==> src/design/sb_mixer_pkg.sv <==
// mixer types, register index constants, reset defaults and decoder state enum
package sb_mixer_pkg;

	typedef logic [3:0]         io_addr_t;   // offset inside the host window
	typedef logic [7:0]         io_data_t;
	typedef logic [7:0]         mix_index_t;
	typedef logic [4:0]         vol_t;       // 0 mute, 31 full scale
	typedef logic signed [15:0] sample_t;

	typedef enum logic [1:0] {
		IO_IDLE,
		IO_EXEC,
		IO_HOLD
	} io_state_t;

	// host window offsets
	localparam io_addr_t ADDR_INDEX = 4'd4;
	localparam io_addr_t ADDR_DATA  = 4'd5;

	// packed sbpro style registers
	localparam mix_index_t IDX_RESET    = 8'h00;
	localparam mix_index_t IDX_VOICE    = 8'h04;
	localparam mix_index_t IDX_STEREO   = 8'h0e;
	localparam mix_index_t IDX_MASTER   = 8'h22;
	localparam mix_index_t IDX_FM       = 8'h26;
	localparam mix_index_t IDX_CD       = 8'h28;
	localparam mix_index_t IDX_LINE     = 8'h2e;

	// sb16 per channel registers
	localparam mix_index_t IDX_MASTER_L = 8'h30;
	localparam mix_index_t IDX_MASTER_R = 8'h31;
	localparam mix_index_t IDX_VOICE_L  = 8'h32;
	localparam mix_index_t IDX_VOICE_R  = 8'h33;
	localparam mix_index_t IDX_FM_L     = 8'h34;
	localparam mix_index_t IDX_FM_R     = 8'h35;
	localparam mix_index_t IDX_CD_L     = 8'h36;
	localparam mix_index_t IDX_CD_R     = 8'h37;
	localparam mix_index_t IDX_LINE_L   = 8'h38;
	localparam mix_index_t IDX_LINE_R   = 8'h39;
	localparam mix_index_t IDX_SPK      = 8'h3b;
	localparam mix_index_t IDX_IRQ      = 8'h80;
	localparam mix_index_t IDX_DMA      = 8'h81;
	localparam mix_index_t IDX_STATUS   = 8'h82;

	localparam vol_t       VOL_DEFAULT   = 5'h1f;
	localparam logic [1:0] SPK_DEFAULT   = 2'd3;
	localparam logic       DMA16_DEFAULT = 1'b1;

	// bytes written to 80h that switch the sbpro mode
	localparam io_data_t SBP_ON  = 8'had;
	localparam io_data_t SBP_OFF = 8'hae;

	localparam io_data_t MASK_SBP  = 8'hee;  // sbpro keeps 3 bits per channel
	localparam io_data_t MASK_SB16 = 8'hff;

endpackage

==> src/design/sb_io_decode.sv <==
// host req/ack FSM, mixer index register, register write strobe and read data capture
`timescale 1ns/1ps

module sb_io_decode
	import sb_mixer_pkg::*;
(
	input  logic       clk,
	input  logic       rst_n,
	input  logic       req,
	input  logic       we,
	input  io_addr_t   addr,
	input  io_data_t   wdata,
	input  io_data_t   reg_rdata,
	output logic       ack,
	output io_data_t   rdata,
	output mix_index_t index,
	output logic       reg_wr
);

	io_state_t state;
	io_data_t  rd_value;

	// data writes land in the register file during exec
	assign reg_wr = (state == IO_EXEC) && we && (addr == ADDR_DATA);

	always_comb begin
		case (addr)
			ADDR_INDEX: rd_value = index;
			ADDR_DATA:  rd_value = reg_rdata;
			default:    rd_value = 8'hff;  // nothing else lives in the window
		endcase
	end

	always_ff @(posedge clk) begin
		if (!rst_n) begin
			state <= IO_IDLE;
			ack   <= 1'b0;
			index <= '0;
		end else begin
			case (state)
				IO_IDLE: begin
					if (req)
						state <= IO_EXEC;
				end
				IO_EXEC: begin
					if (we && addr == ADDR_INDEX)
						index <= wdata;
					state <= IO_HOLD;
				end
				IO_HOLD: begin
					// ack rises one cycle into hold, drops once req is released
					if (ack && !req) begin
						ack   <= 1'b0;
						state <= IO_IDLE;
					end else begin
						ack <= 1'b1;
					end
				end
				default: state <= IO_IDLE;
			endcase
		end
	end

	// read value frozen for the whole ack phase
	always_ff @(posedge clk) begin
		if (state == IO_EXEC && !we)
			rdata <= rd_value;
	end

endmodule

==> src/design/sb_mixer_regs.sv <==
// mixer register file with volume expansion, mode bits, irq routing and readback mux
`timescale 1ns/1ps

module sb_mixer_regs
	import sb_mixer_pkg::*;
(
	input  logic       clk,
	input  logic       rst_n,
	input  mix_index_t index,
	input  logic       reg_wr,
	input  io_data_t   wdata,
	input  logic       irq8,
	input  logic       irq16,
	output io_data_t   reg_rdata,
	output vol_t       vol_master_l,
	output vol_t       vol_master_r,
	output vol_t       vol_voice_l,
	output vol_t       vol_voice_r,
	output vol_t       vol_fm_l,
	output vol_t       vol_fm_r,
	output vol_t       vol_cd_l,
	output vol_t       vol_cd_r,
	output vol_t       vol_line_l,
	output vol_t       vol_line_r,
	output logic [1:0] vol_spk,
	output logic       dma16_en,
	output logic       stereo,
	output logic       irq_5,
	output logic       irq_7,
	output logic       irq_10
);

	logic     sbp;
	logic     irq7_sel;
	logic     irq10_sel;
	logic     irq5_sel;
	logic     defaults;
	vol_t     pk_l;
	vol_t     pk_r;
	io_data_t vol_mask;
	io_data_t sb16_rdata;

	// nibble to 5 bit level, sbpro only carries three bits of it
	function automatic vol_t expand(input logic [3:0] nib, input logic pro);
		if (pro)
			expand = {nib[3:1], nib[3:2]};
		else
			expand = {nib, nib[3]};
	endfunction

	assign pk_l     = expand(wdata[7:4], sbp);
	assign pk_r     = expand(wdata[3:0], sbp);
	assign defaults = !rst_n || (reg_wr && index == IDX_RESET);

	always_ff @(posedge clk) begin
		if (defaults) begin
			vol_master_l <= VOL_DEFAULT;
			vol_master_r <= VOL_DEFAULT;
			vol_voice_l  <= VOL_DEFAULT;
			vol_voice_r  <= VOL_DEFAULT;
			vol_fm_l     <= VOL_DEFAULT;
			vol_fm_r     <= VOL_DEFAULT;
			vol_cd_l     <= VOL_DEFAULT;
			vol_cd_r     <= VOL_DEFAULT;
			vol_line_l   <= VOL_DEFAULT;
			vol_line_r   <= VOL_DEFAULT;
			vol_spk      <= SPK_DEFAULT;
			dma16_en     <= DMA16_DEFAULT;
			stereo       <= 1'b0;
			sbp          <= 1'b0;
			irq7_sel     <= 1'b0;
			irq10_sel    <= 1'b0;
		end else if (reg_wr) begin
			case (index)
				IDX_VOICE:  {vol_voice_l, vol_voice_r}   <= {pk_l, pk_r};
				IDX_MASTER: {vol_master_l, vol_master_r} <= {pk_l, pk_r};
				IDX_FM:     {vol_fm_l, vol_fm_r}         <= {pk_l, pk_r};
				IDX_CD:     {vol_cd_l, vol_cd_r}         <= {pk_l, pk_r};
				IDX_LINE:   {vol_line_l, vol_line_r}     <= {pk_l, pk_r};
				IDX_STEREO: begin
					if (sbp)
						stereo <= wdata[1];
				end
				IDX_IRQ: begin
					if (wdata == SBP_ON)
						sbp <= 1'b1;
					else if (wdata == SBP_OFF)
						sbp <= 1'b0;
					else begin
						irq7_sel  <= (wdata[3:2] == 2'b01);
						irq10_sel <= (wdata[3:2] == 2'b10);
					end
				end
				IDX_DMA: dma16_en <= wdata[5];
				default: begin
					if (!sbp) begin  // per channel levels are sb16 only
						case (index)
							IDX_MASTER_L: vol_master_l <= wdata[7:3];
							IDX_MASTER_R: vol_master_r <= wdata[7:3];
							IDX_VOICE_L:  vol_voice_l  <= wdata[7:3];
							IDX_VOICE_R:  vol_voice_r  <= wdata[7:3];
							IDX_FM_L:     vol_fm_l     <= wdata[7:3];
							IDX_FM_R:     vol_fm_r     <= wdata[7:3];
							IDX_CD_L:     vol_cd_l     <= wdata[7:3];
							IDX_CD_R:     vol_cd_r     <= wdata[7:3];
							IDX_LINE_L:   vol_line_l   <= wdata[7:3];
							IDX_LINE_R:   vol_line_r   <= wdata[7:3];
							IDX_SPK:      vol_spk      <= wdata[7:6];
							default:      ;
						endcase
					end
				end
			endcase
		end
	end

	assign irq5_sel = !irq7_sel && !irq10_sel;  // irq 5 when nothing else chosen
	assign irq_5    = (irq8 || irq16) && irq5_sel;
	assign irq_7    = (irq8 || irq16) && irq7_sel;
	assign irq_10   = (irq8 || irq16) && irq10_sel;

	assign vol_mask = sbp ? MASK_SBP : MASK_SB16;

	always_comb begin
		case (index)
			IDX_MASTER_L: sb16_rdata = {vol_master_l, 3'd0};
			IDX_MASTER_R: sb16_rdata = {vol_master_r, 3'd0};
			IDX_VOICE_L:  sb16_rdata = {vol_voice_l, 3'd0};
			IDX_VOICE_R:  sb16_rdata = {vol_voice_r, 3'd0};
			IDX_FM_L:     sb16_rdata = {vol_fm_l, 3'd0};
			IDX_FM_R:     sb16_rdata = {vol_fm_r, 3'd0};
			IDX_CD_L:     sb16_rdata = {vol_cd_l, 3'd0};
			IDX_CD_R:     sb16_rdata = {vol_cd_r, 3'd0};
			IDX_LINE_L:   sb16_rdata = {vol_line_l, 3'd0};
			IDX_LINE_R:   sb16_rdata = {vol_line_r, 3'd0};
			IDX_SPK:      sb16_rdata = {vol_spk, 6'd0};
			IDX_IRQ:      sb16_rdata = {4'h0, irq10_sel, irq7_sel, irq5_sel, 1'b0};
			IDX_DMA:      sb16_rdata = {2'b00, dma16_en, 1'b0, 4'h2};  // dma 5 and 1
			IDX_STATUS:   sb16_rdata = {6'd0, irq16, irq8};
			default:      sb16_rdata = 8'h00;
		endcase
	end

	always_comb begin
		case (index)
			IDX_VOICE:  reg_rdata = {vol_voice_l[4:1], vol_voice_r[4:1]} & vol_mask;
			IDX_MASTER: reg_rdata = {vol_master_l[4:1], vol_master_r[4:1]} & vol_mask;
			IDX_FM:     reg_rdata = {vol_fm_l[4:1], vol_fm_r[4:1]} & vol_mask;
			IDX_CD:     reg_rdata = {vol_cd_l[4:1], vol_cd_r[4:1]} & vol_mask;
			IDX_LINE:   reg_rdata = {vol_line_l[4:1], vol_line_r[4:1]} & vol_mask;
			IDX_STEREO: reg_rdata = {6'd0, stereo, 1'b0};
			default:    reg_rdata = sbp ? 8'h00 : sb16_rdata;
		endcase
	end

endmodule

==> src/design/sb_mixer_top.sv <==
// mixer top level connecting host decoder, register file and sample mixer
`timescale 1ns/1ps

module sb_mixer_top
	import sb_mixer_pkg::*;
(
	input  logic       clk,
	input  logic       rst_n,
	// host port
	input  logic       req,
	input  logic       we,
	input  io_addr_t   addr,
	input  io_data_t   wdata,
	output logic       ack,
	output io_data_t   rdata,
	// dsp interrupt lines
	input  logic       irq8,
	input  logic       irq16,
	// sample stream
	input  logic       in_valid,
	input  sample_t    dsp_l,
	input  sample_t    dsp_r,
	input  sample_t    fm_l,
	input  sample_t    fm_r,
	output logic       out_valid,
	output sample_t    sample_l,
	output sample_t    sample_r,
	// levels for the analog sources outside
	output vol_t       vol_cd_l,
	output vol_t       vol_cd_r,
	output vol_t       vol_line_l,
	output vol_t       vol_line_r,
	output logic [1:0] vol_spk,
	output logic       dma16_en,
	output logic       stereo,
	output logic       irq_5,
	output logic       irq_7,
	output logic       irq_10
);

	mix_index_t index;
	logic       reg_wr;
	io_data_t   reg_rdata;
	vol_t       vol_master_l;
	vol_t       vol_master_r;
	vol_t       vol_voice_l;
	vol_t       vol_voice_r;
	vol_t       vol_fm_l;
	vol_t       vol_fm_r;

	sb_io_decode u_decode (
		.clk       (clk),
		.rst_n     (rst_n),
		.req       (req),
		.we        (we),
		.addr      (addr),
		.wdata     (wdata),
		.reg_rdata (reg_rdata),
		.ack       (ack),
		.rdata     (rdata),
		.index     (index),
		.reg_wr    (reg_wr)
	);

	sb_mixer_regs u_regs (
		.clk          (clk),
		.rst_n        (rst_n),
		.index        (index),
		.reg_wr       (reg_wr),
		.wdata        (wdata),  // host holds it stable while req is up
		.irq8         (irq8),
		.irq16        (irq16),
		.reg_rdata    (reg_rdata),
		.vol_master_l (vol_master_l),
		.vol_master_r (vol_master_r),
		.vol_voice_l  (vol_voice_l),
		.vol_voice_r  (vol_voice_r),
		.vol_fm_l     (vol_fm_l),
		.vol_fm_r     (vol_fm_r),
		.vol_cd_l     (vol_cd_l),
		.vol_cd_r     (vol_cd_r),
		.vol_line_l   (vol_line_l),
		.vol_line_r   (vol_line_r),
		.vol_spk      (vol_spk),
		.dma16_en     (dma16_en),
		.stereo       (stereo),
		.irq_5        (irq_5),
		.irq_7        (irq_7),
		.irq_10       (irq_10)
	);

	sb_sample_mix u_mix (
		.clk          (clk),
		.rst_n        (rst_n),
		.in_valid     (in_valid),
		.dsp_l        (dsp_l),
		.dsp_r        (dsp_r),
		.fm_l         (fm_l),
		.fm_r         (fm_r),
		.vol_master_l (vol_master_l),
		.vol_master_r (vol_master_r),
		.vol_voice_l  (vol_voice_l),
		.vol_voice_r  (vol_voice_r),
		.vol_fm_l     (vol_fm_l),
		.vol_fm_r     (vol_fm_r),
		.out_valid    (out_valid),
		.sample_l     (sample_l),
		.sample_r     (sample_r)
	);

endmodule

==> src/design/sb_sample_mix.sv <==
// two stage sample pipeline with channel volume, dsp plus fm sum and master volume
`timescale 1ns/1ps

module sb_sample_mix
	import sb_mixer_pkg::*;
(
	input  logic    clk,
	input  logic    rst_n,
	input  logic    in_valid,
	input  sample_t dsp_l,
	input  sample_t dsp_r,
	input  sample_t fm_l,
	input  sample_t fm_r,
	input  vol_t    vol_master_l,
	input  vol_t    vol_master_r,
	input  vol_t    vol_voice_l,
	input  vol_t    vol_voice_r,
	input  vol_t    vol_fm_l,
	input  vol_t    vol_fm_r,
	output logic    out_valid,
	output sample_t sample_l,
	output sample_t sample_r
);

	logic    s1_valid;
	sample_t s1_dsp_l;
	sample_t s1_dsp_r;
	sample_t s1_fm_l;
	sample_t s1_fm_r;
	vol_t    s1_vm_l;
	vol_t    s1_vm_r;
	sample_t sum_l;
	sample_t sum_r;

	// each step of the level's top nibble is 6 dB
	function automatic sample_t scale(input sample_t s, input vol_t v);
		logic [3:0] sh;
		sh = 4'd15 - v[4:1];
		if (v == '0)
			scale = '0;
		else
			scale = s >>> sh;
	endfunction

	// halves keep the sum inside 16 bits
	assign sum_l = (s1_dsp_l >>> 1) + (s1_fm_l >>> 1);
	assign sum_r = (s1_dsp_r >>> 1) + (s1_fm_r >>> 1);

	always_ff @(posedge clk) begin
		if (!rst_n) begin
			s1_valid  <= 1'b0;
			out_valid <= 1'b0;
		end else begin
			s1_valid  <= in_valid;
			out_valid <= s1_valid;
		end
	end

	always_ff @(posedge clk) begin
		if (in_valid) begin
			s1_dsp_l <= scale(dsp_l, vol_voice_l);
			s1_dsp_r <= scale(dsp_r, vol_voice_r);
			s1_fm_l  <= scale(fm_l, vol_fm_l);
			s1_fm_r  <= scale(fm_r, vol_fm_r);
			s1_vm_l  <= vol_master_l;  // master level travels with its sample
			s1_vm_r  <= vol_master_r;
		end
		if (s1_valid) begin
			sample_l <= scale(sum_l, s1_vm_l);
			sample_r <= scale(sum_r, s1_vm_r);
		end
	end

endmodule

==> config.mk <==
export PLATFORM = sky130hd
export DESIGN_NAME = sb_mixer_top
export DESIGN_NICKNAME = d
export VERILOG_FILES = /design/src/design/sb_mixer_pkg.sv /design/src/design/sb_io_decode.sv /design/src/design/sb_mixer_regs.sv /design/src/design/sb_mixer_top.sv /design/src/design/sb_sample_mix.sv
export SDC_FILE = /design/constraint.sdc
export NUM_CORES = 1
export LEC_CHECK = 0
export BUFFER_PORTS_ARGS = -buffer_cell sky130_fd_sc_hd__buf_4
export CORE_UTILIZATION = 60
export CTS_BUF_LIST = sky130_fd_sc_hd__clkbuf_16
export DETAILED_ROUTE_END_ITERATION = 12
export GPL_TIMING_DRIVEN = 1
export PLACE_DENSITY = 0.8
export REMOVE_ABC_BUFFERS = 1
export SLEW_MARGIN = 10
export SYNTH_ARGS = -nofsm -noshare
export SYNTH_HDL_FRONTEND = slang
export SYNTH_SLANG_ARGS = --single-unit
==> constraint.sdc <==
create_clock -name clk -period 8.36 [get_ports clk]
set_input_delay 0.418 -clock clk [delete_from_list [all_inputs] [get_ports clk]]
set_output_delay 0.418 -clock clk [all_outputs]
set_load 0.005 [all_outputs]
==> flow_metrics.env, run 1 <==
export IMPL_dr_pass1_iters=7
export IMPL_ir_drop_mv=0.136
export IMPL_htree_levels=4
export IMPL_critical_path_class="reg2reg"
export IMPL_rsz0062_at_grt="no"
export IMPL_n_antenna_cell=0
export IMPL_dp_hpwl_mm=29.1
export IMPL_rows=54
export IMPL_finalWorstPathRequiredPeriod_ns=3.54
export IMPL_place_area_mm2=0.0145
export IMPL_grt_pass1_vias=11200
export IMPL_grt_use_met3=0.0518
export IMPL_design_area_mm2=0.0150
export IMPL_die_area_mm2=0.0228
export IMPL_cts_resized_gates=0
export IMPL_worstSkewPairLatency_ns=0.44
export IMPL_place_inst=1865
export IMPL_synth_ff_type="edfxtp_1"
export IMPL_met1_usage=0.464
export IMPL_setup_viol=0
export IMPL_synthMuxAreaShare=0.145
export IMPL_synthArstFlopShare=0
export IMPL_synth_top_family_by_area="compound AO/OA/AOI/OAI gates"
export IMPL_drt_wl_total_mm=39.3
export IMPL_pwr_density_cell_mw_per_mm2=151
export IMPL_synthSimpleGateAreaFrac=0.192
export IMPL_synth_compound_area_frac=0.230
export IMPL_routabilityCongestion=0.994
export IMPL_startpoint_type="flop"
export IMPL_synth_area_mm2=0.0133
export IMPL_grtUsageMet2=0.550
export IMPL_stdcell_count=1897
export IMPL_final_cell_mix="nand2_1, buf_4, nor2_1"
export IMPL_start_util=0.611
export IMPL_yosysUniqueCellTypes=89
export IMPL_max_cap_violations=0
export IMPL_status="finished clean"
export IMPL_min_path_type="in2reg"
export IMPL_synth_area_leaders="edfxtp_1, dfxtp_1, mux2i_1"
export IMPL_synthXorXnorAreaFrac=0.00788
export IMPL_avgSynthCellArea_um2=8.72
export IMPL_ctsHoldBuffers=0
export IMPL_path_clk_slew_ns=0.08
export IMPL_ctsLongestPathBuffers=2
export IMPL_setup_tns_ns=0
export IMPL_cp_data_required_time_ns=8.55
export IMPL_synth_top_area_share=0.248
export IMPL_antenna_found_initial=1
export IMPL_endpoint_kind="flop"
export IMPL_worst_ep_arrival_time_ns=3.73
export IMPL_synth_edf_count=110
export IMPL_cts_made_buffers=17
export IMPL_coreArea_mm2=0.0218
export IMPL_ys_warn_count=0
export IMPL_worstMarginPinSlew_ns=1.08
export IMPL_via_per_inst=6.60
export IMPL_grt_most_used_layer="met2"
export IMPL_track_usage=0.342
export IMPL_antenna_left=0
export IMPL_nNetsFinal=1719
export IMPL_cts_tree="yes"
export IMPL_p_leak_nw=6.09
export IMPL_vias=12500
export IMPL_ys_ff_latch=180
export IMPL_grt_pass1_wl_mm=60.0
export IMPL_maxSlewViolCount=0
export IMPL_fill_cells=1797
export IMPL_root_buffer="clkbuf_16"
export IMPL_grt_overflow_total=0
export IMPL_syn2layout_area_growth_pct=12.8
export IMPL_synthAdderAreaFrac=0.0311
export IMPL_synthCells=1530
export IMPL_layout_commonest_cell="nand2_1"
export IMPL_clock_sinks=180
export IMPL_io_buffers=147
export IMPL_timing_final_hold_violations=0
export IMPL_drc_errors=0
export IMPL_max_slew_margin=0.274
export IMPL_cp_max_fo=4
export IMPL_die_width_um=151
export IMPL_skew_ns=0.0153
export IMPL_die_h_um=151
export IMPL_ys_seq_area_frac=0.353
export IMPL_drive_gt1_frac=0.167
export IMPL_wire_per_inst_um=20.7
export IMPL_drt_iter0_markers=951
export IMPL_min_period_over_period=0.423
export IMPL_ios=152
export IMPL_fmaxAchievable_mhz=283
export IMPL_cts_setup_buffers=0
export IMPL_grt_max_degree=72
export IMPL_synth_top_cell_by_area="edfxtp_1"
==> worst paths after layout <==
check | from | end | slack [ns] | cells after the start
setup / recovery | u_mix.s1_fm_r[1] | u_mix.sample_r[8] | 4.82 | 10
hold / removal | req | u_decode.state[0] | 0.21 | 3
setup reg to reg | u_mix.s1_fm_r[1] | u_mix.sample_r[8] | 4.82 | 10
hold reg to reg | u_decode.state[1] | u_decode.state[0] | 0.45 | 1
==> power by group <==
part           switching [W]  internal, W
combinational       0.000259     0.000195
clock               0.000377     0.000449
sequential         0.0000121     0.000983
==> cells by family (layout without fill, tap and decap cells) <==
| kind of cell | count (synthesis) | in the layout |
|---|---|---|
| fa+ha+maj | 32 | 32 |
| mux | 170 | 170 |
| flops | 180 | 180 |
| xor+xnor | 12 | 12 |
| compound gates | 466 | 466 |
| simple gates | 536 | 536 |
| buf+inv | 134 | 221 |
==> worst max-delay path: stages (launching register included) <==
cell and delay [ns]:
edfxtp_1 0.37, ha_1 0.24, fa_1 0.42, a21o_1 0.22
a221oi_2 0.39, o21a_1 0.22, xor2_1 0.33, o32ai_1 0.17
a211oi_1 0.47, a211oi_1 0.15, or2_2 0.31
==> metal layers <==
metal	wire length, um	part of all wire
met3	2930	0.075
met1	16800	0.43
met5	0	0
met2	18200	0.46
met4	1300	0.033
==> cells in the mapped netlist (13+ instances only) <==
cell,instances
a211o_1,14
a211oi_1,37
a21o_1,14
a21oi_1,144
and3_1,13
buf_1,14
buf_2,16
clkbuf_1,70
dfxtp_1,70
edfxtp_1,110
ha_1,30
inv_1,29
mux2_2,28
mux2i_1,126
mux4_2,16
nand2_1,160
nand2b_1,14
nand3_1,40
nor2_1,153
nor2b_1,35
nor3_1,38
o211ai_1,42
o21a_1,18
o21ai_0,80
==> sequential cells by signal (all words and copies together) (netlist names), 8 cells and up <==
register        count
u_mix.sample_r     16
u_mix.s1_dsp_r     15
u_mix.s1_fm_l      15
u_mix.s1_dsp_l     15
u_decode.rdata      8
u_decode.index      8
u_mix.sample_l     16
u_mix.s1_fm_r      15
==> cell type report <==
cell class | count | area, um^2 | share of cell area
Clock inverter | 15 | 166 | 0.0111
Multi-Input combinational cell | 1216 | 8100 | 0.538
Clock buffer | 17 | 425 | 0.0283
Sequential cell | 180 | 4700 | 0.313
Timing Repair Buffer | 159 | 1190 | 0.0793
Inverter | 30 | 113 | 0.00748
Tap cell | 280 | 350 | 0.0233
==> through the flow <==
step | setup slack [ns] | hold WS (ns) | total power [W] | util
4_1_cts | 4.79 | 0.199 | 0.00227 | 0.690
5_1_grt | 4.56 | 0.221 | 0.00236 | 0.690
2_1_floorplan | 4.97 | 0.416 | 0.00130 | -
3_3_place_gp | 4.85 | 0.430 | 0.00145 | 0.662
6_report | 4.82 | 0.209 | 0.00228 | 0.690
3_5_place_dp | 4.80 | 0.436 | 0.00146 | 0.662
Note: power is estimated with default switching activity, not from simulation.
==> run 2, diff against run 1 <==
Settings changed: CORE_UTILIZATION 60 to 54, PLACE_DENSITY 0.8 to 0.75.
Clock period 8.36 ns to 2.9 ns, I/O delays scaled along.
==> flow_metrics.env, run 2 (synthesized netlist as in run 1, its figures left out) <==
export IMPL_final_cell_mix="buf_4, nand2_1, nor2_1"
export IMPL_worstSkewPairLatency_ns=0.44
export IMPL_syn2layout_area_growth_pct=22.1
export IMPL_startpoint_type="flop"
export IMPL_path_clk_slew_ns=0.08
export IMPL_worstMarginPinSlew_ns=0.891
export IMPL_max_slew_margin=0.405
export IMPL_hold_path_depth=3
export IMPL_grt_pass1_wl_mm=65.8
export IMPL_timing_final_hold_violations=0
export IMPL_root_buffer="clkbuf_16"
export IMPL_whs_ns=0.0475
export IMPL_drt_iter0_markers=1393
export IMPL_ctsLongestPathBuffers=2
export IMPL_start_util=0.550
export IMPL_fill_cells=2011
export IMPL_clkPwrFrac=0.357
export IMPL_p_int_w=0.00493
export IMPL_layout_commonest_cell="buf_4"
export IMPL_cts_tree="yes"
export IMPL_setup_tns_ns=-0.313
export IMPL_endpoint_kind="flop"
export IMPL_regArea_mm2=0.00470
export IMPL_wirelength_met1_mm=17.3
export IMPL_pwr_share_comb=0.229
export IMPL_track_usage=0.324
export IMPL_io_buffers=147
export IMPL_reg2reg_depth=10
export IMPL_min_from="rst_n"
export IMPL_wire_per_inst_um=20.3
export IMPL_drive_gt1_frac=0.250
export IMPL_crit_slowest_cell="edfxtp_1"
export IMPL_grt_overflow_total=0
export IMPL_nNetsFinal=1830
export IMPL_fin_util=0.672
export IMPL_violations="setup timing"
export IMPL_via_per_inst=6.33
export IMPL_seq_power_share=0.414
export IMPL_setup_viol=8
export IMPL_skew_ns=0.0116
export IMPL_max_cap_violations=0
export IMPL_worstPathCellList="ha_1 -> and3_1 -> a221o_1 -> a311o_1 -> o211ai_2 -> buf_4 -> nand2_1 -> and3_4 -> a22o_1 -> mux2_4"
export IMPL_reg2reg_slack_ns=-0.08
export IMPL_die_width_um=159
export IMPL_ios=152
export IMPL_die_h_um=159
export IMPL_finalWorstPathRequiredPeriod_ns=2.98
export IMPL_min_path_type="in2reg"
export IMPL_reg_largest_list="u_mix.sample_l: 16 flops, u_mix.sample_r: 16 flops"
export IMPL_vias=13000
export IMPL_die_area_mm2=0.0253
export IMPL_maxSlewViolCount=0
export IMPL_top_layer="met4"
export IMPL_fmaxAchievable_mhz=335
export IMPL_grt_max_degree=72
export IMPL_p_sw_frac=0.290
export IMPL_holdPathEnd="u_decode.state[0]"
export IMPL_min_period_over_period=1.03
export IMPL_p_leak_nw=6.71
export IMPL_pwr_density_cell_mw_per_mm2=426
export IMPL_fin_ws_ns=-0.0835
export IMPL_routed_wl_met2_mm=20.3
export IMPL_coreArea_mm2=0.0242
export IMPL_worst_ep_arrival_time_ns=3.18
export IMPL_antenna_found_initial=0
export IMPL_dp_hpwl_mm=30.9
export IMPL_grt_pass1_vias=12400
export IMPL_rsz0062_at_grt="yes"
export IMPL_htree_levels=4
export IMPL_cts_made_buffers=17
export IMPL_r2r_start="u_mix.s1_dsp_r[12]"
export IMPL_routed_wl_met3_mm=2.73
export IMPL_dr_pass1_iters=7
export IMPL_n_antenna_cell=0
export IMPL_critical_path_class="reg2reg"
export IMPL_cp_max_fo=3
export IMPL_p_sw_w=0.00201
export IMPL_drt_wl_total_mm=41.7
export IMPL_clock_sinks=180
export IMPL_r2r_end="u_mix.sample_r[4]"
export IMPL_finalPower_w=0.00694
export IMPL_cp_data_required_time_ns=3.09
export IMPL_cpPeakStageDelay_ns=0.37
export IMPL_multi_input_area_mm2=0.00838
export IMPL_routabilityCongestion=0.997
export IMPL_drc_errors=0
export IMPL_status="finished, violations left"
export IMPL_antenna_left=0
export IMPL_ir_drop_mv=0.345
export IMPL_rows=57
==> run 2: cell types whose count changed in the layout (fill, tap and decap cells not counted), moves of 4 or more <==
cell,before,now
a211oi_1,37,28
o21ai_0,80,73
a211oi_2,0,9
a21oi_2,1,9
a21oi_1,144,136
ha_1,30,25
ha_2,0,4
buf_6,0,4
o21ai_1,4,8
buf_4,159,264
a221oi_1,8,4
a221oi_2,1,5
==> run 2: power by group through the flow <==
stage	combinational, W	clock, W	sequential [W]
after floorplan	0.000819	0	0.00293
after global placement	0.00140	0	0.00292
after detailed placement	0.00142	0	0.00293
after CTS	0.00150	0.00249	0.00287
after global routing	0.00172	0.00260	0.00288
final	0.00159	0.00248	0.00287
==> run 2: layer usage <==
metal / up-vias / track usage
li1: 6159 / -
met1: 6133 / 0.416
met2: 570 / 0.556
met3: 117 / 0.0448
met4: 0 / 0.116
met5: - / 0
==> run 2: cell type report <==
| class | instances | share of cell area |
|---|---|---|
| clock buffers | 19 | 0.0292 |
| flip-flops and latches | 180 | 0.289 |
| inverters | 30 | 0.00691 |
| repair buffers | 270 | 0.126 |
| clock inverters | 13 | 0.00960 |
| well taps | 324 | 0.0249 |
| multi-input cells | 1216 | 0.515 |
==> run 2: worst max-delay path by stage <==
stage                                  start               endpoint  slack, ns  cells after the start
after floorplan            u_decode.index[1]  u_regs.vol_voice_l[2]      -0.49                      7
after global placement      u_mix.s1_fm_r[1]      u_mix.sample_r[4]      -0.14                     12
after detailed placement    u_mix.s1_fm_r[1]      u_mix.sample_r[4]      -0.17                     12
after CTS                  u_mix.s1_dsp_r[1]      u_mix.sample_r[2]      -0.09                     10
after global routing        u_mix.s1_fm_r[1]      u_mix.sample_r[3]      -0.23                     12
final                     u_mix.s1_dsp_r[12]      u_mix.sample_r[4]      -0.08                     10
==> run 2: critical path, delay by kind of cell (launching register included) <==
kind	cells	cell delay, ns
DFF	1	0.37
buffers and inverters	1	0.15
adders and majority gates	1	0.32
muxes	1	0.25
AOI/OAI and AO/OA	4	1.17
and+or+nand+nor	3	0.47
==> run 2: repair_timing <==
action / in CTS / in global routing
hold buffers: 2 / 0
resized for setup: 27 / 47
hold endpoints to repair: 2 / 0
pin swaps: 32 / 31
buffers inserted: 8 / 6
setup endpoints to repair: 17 / 29
==> run 2: metrics by stage <==
stage / std cells / setup slack (ns) / instance area, um^2
floorplan: 1426 / -0.491 / 12900
detailed placement: 2006 / -0.174 / 15200
global placement: 2006 / -0.144 / 15200
CTS: 2048 / -0.0941 / 16100
finish: 2052 / -0.0835 / 16300
global route: 2052 / -0.228 / 16300
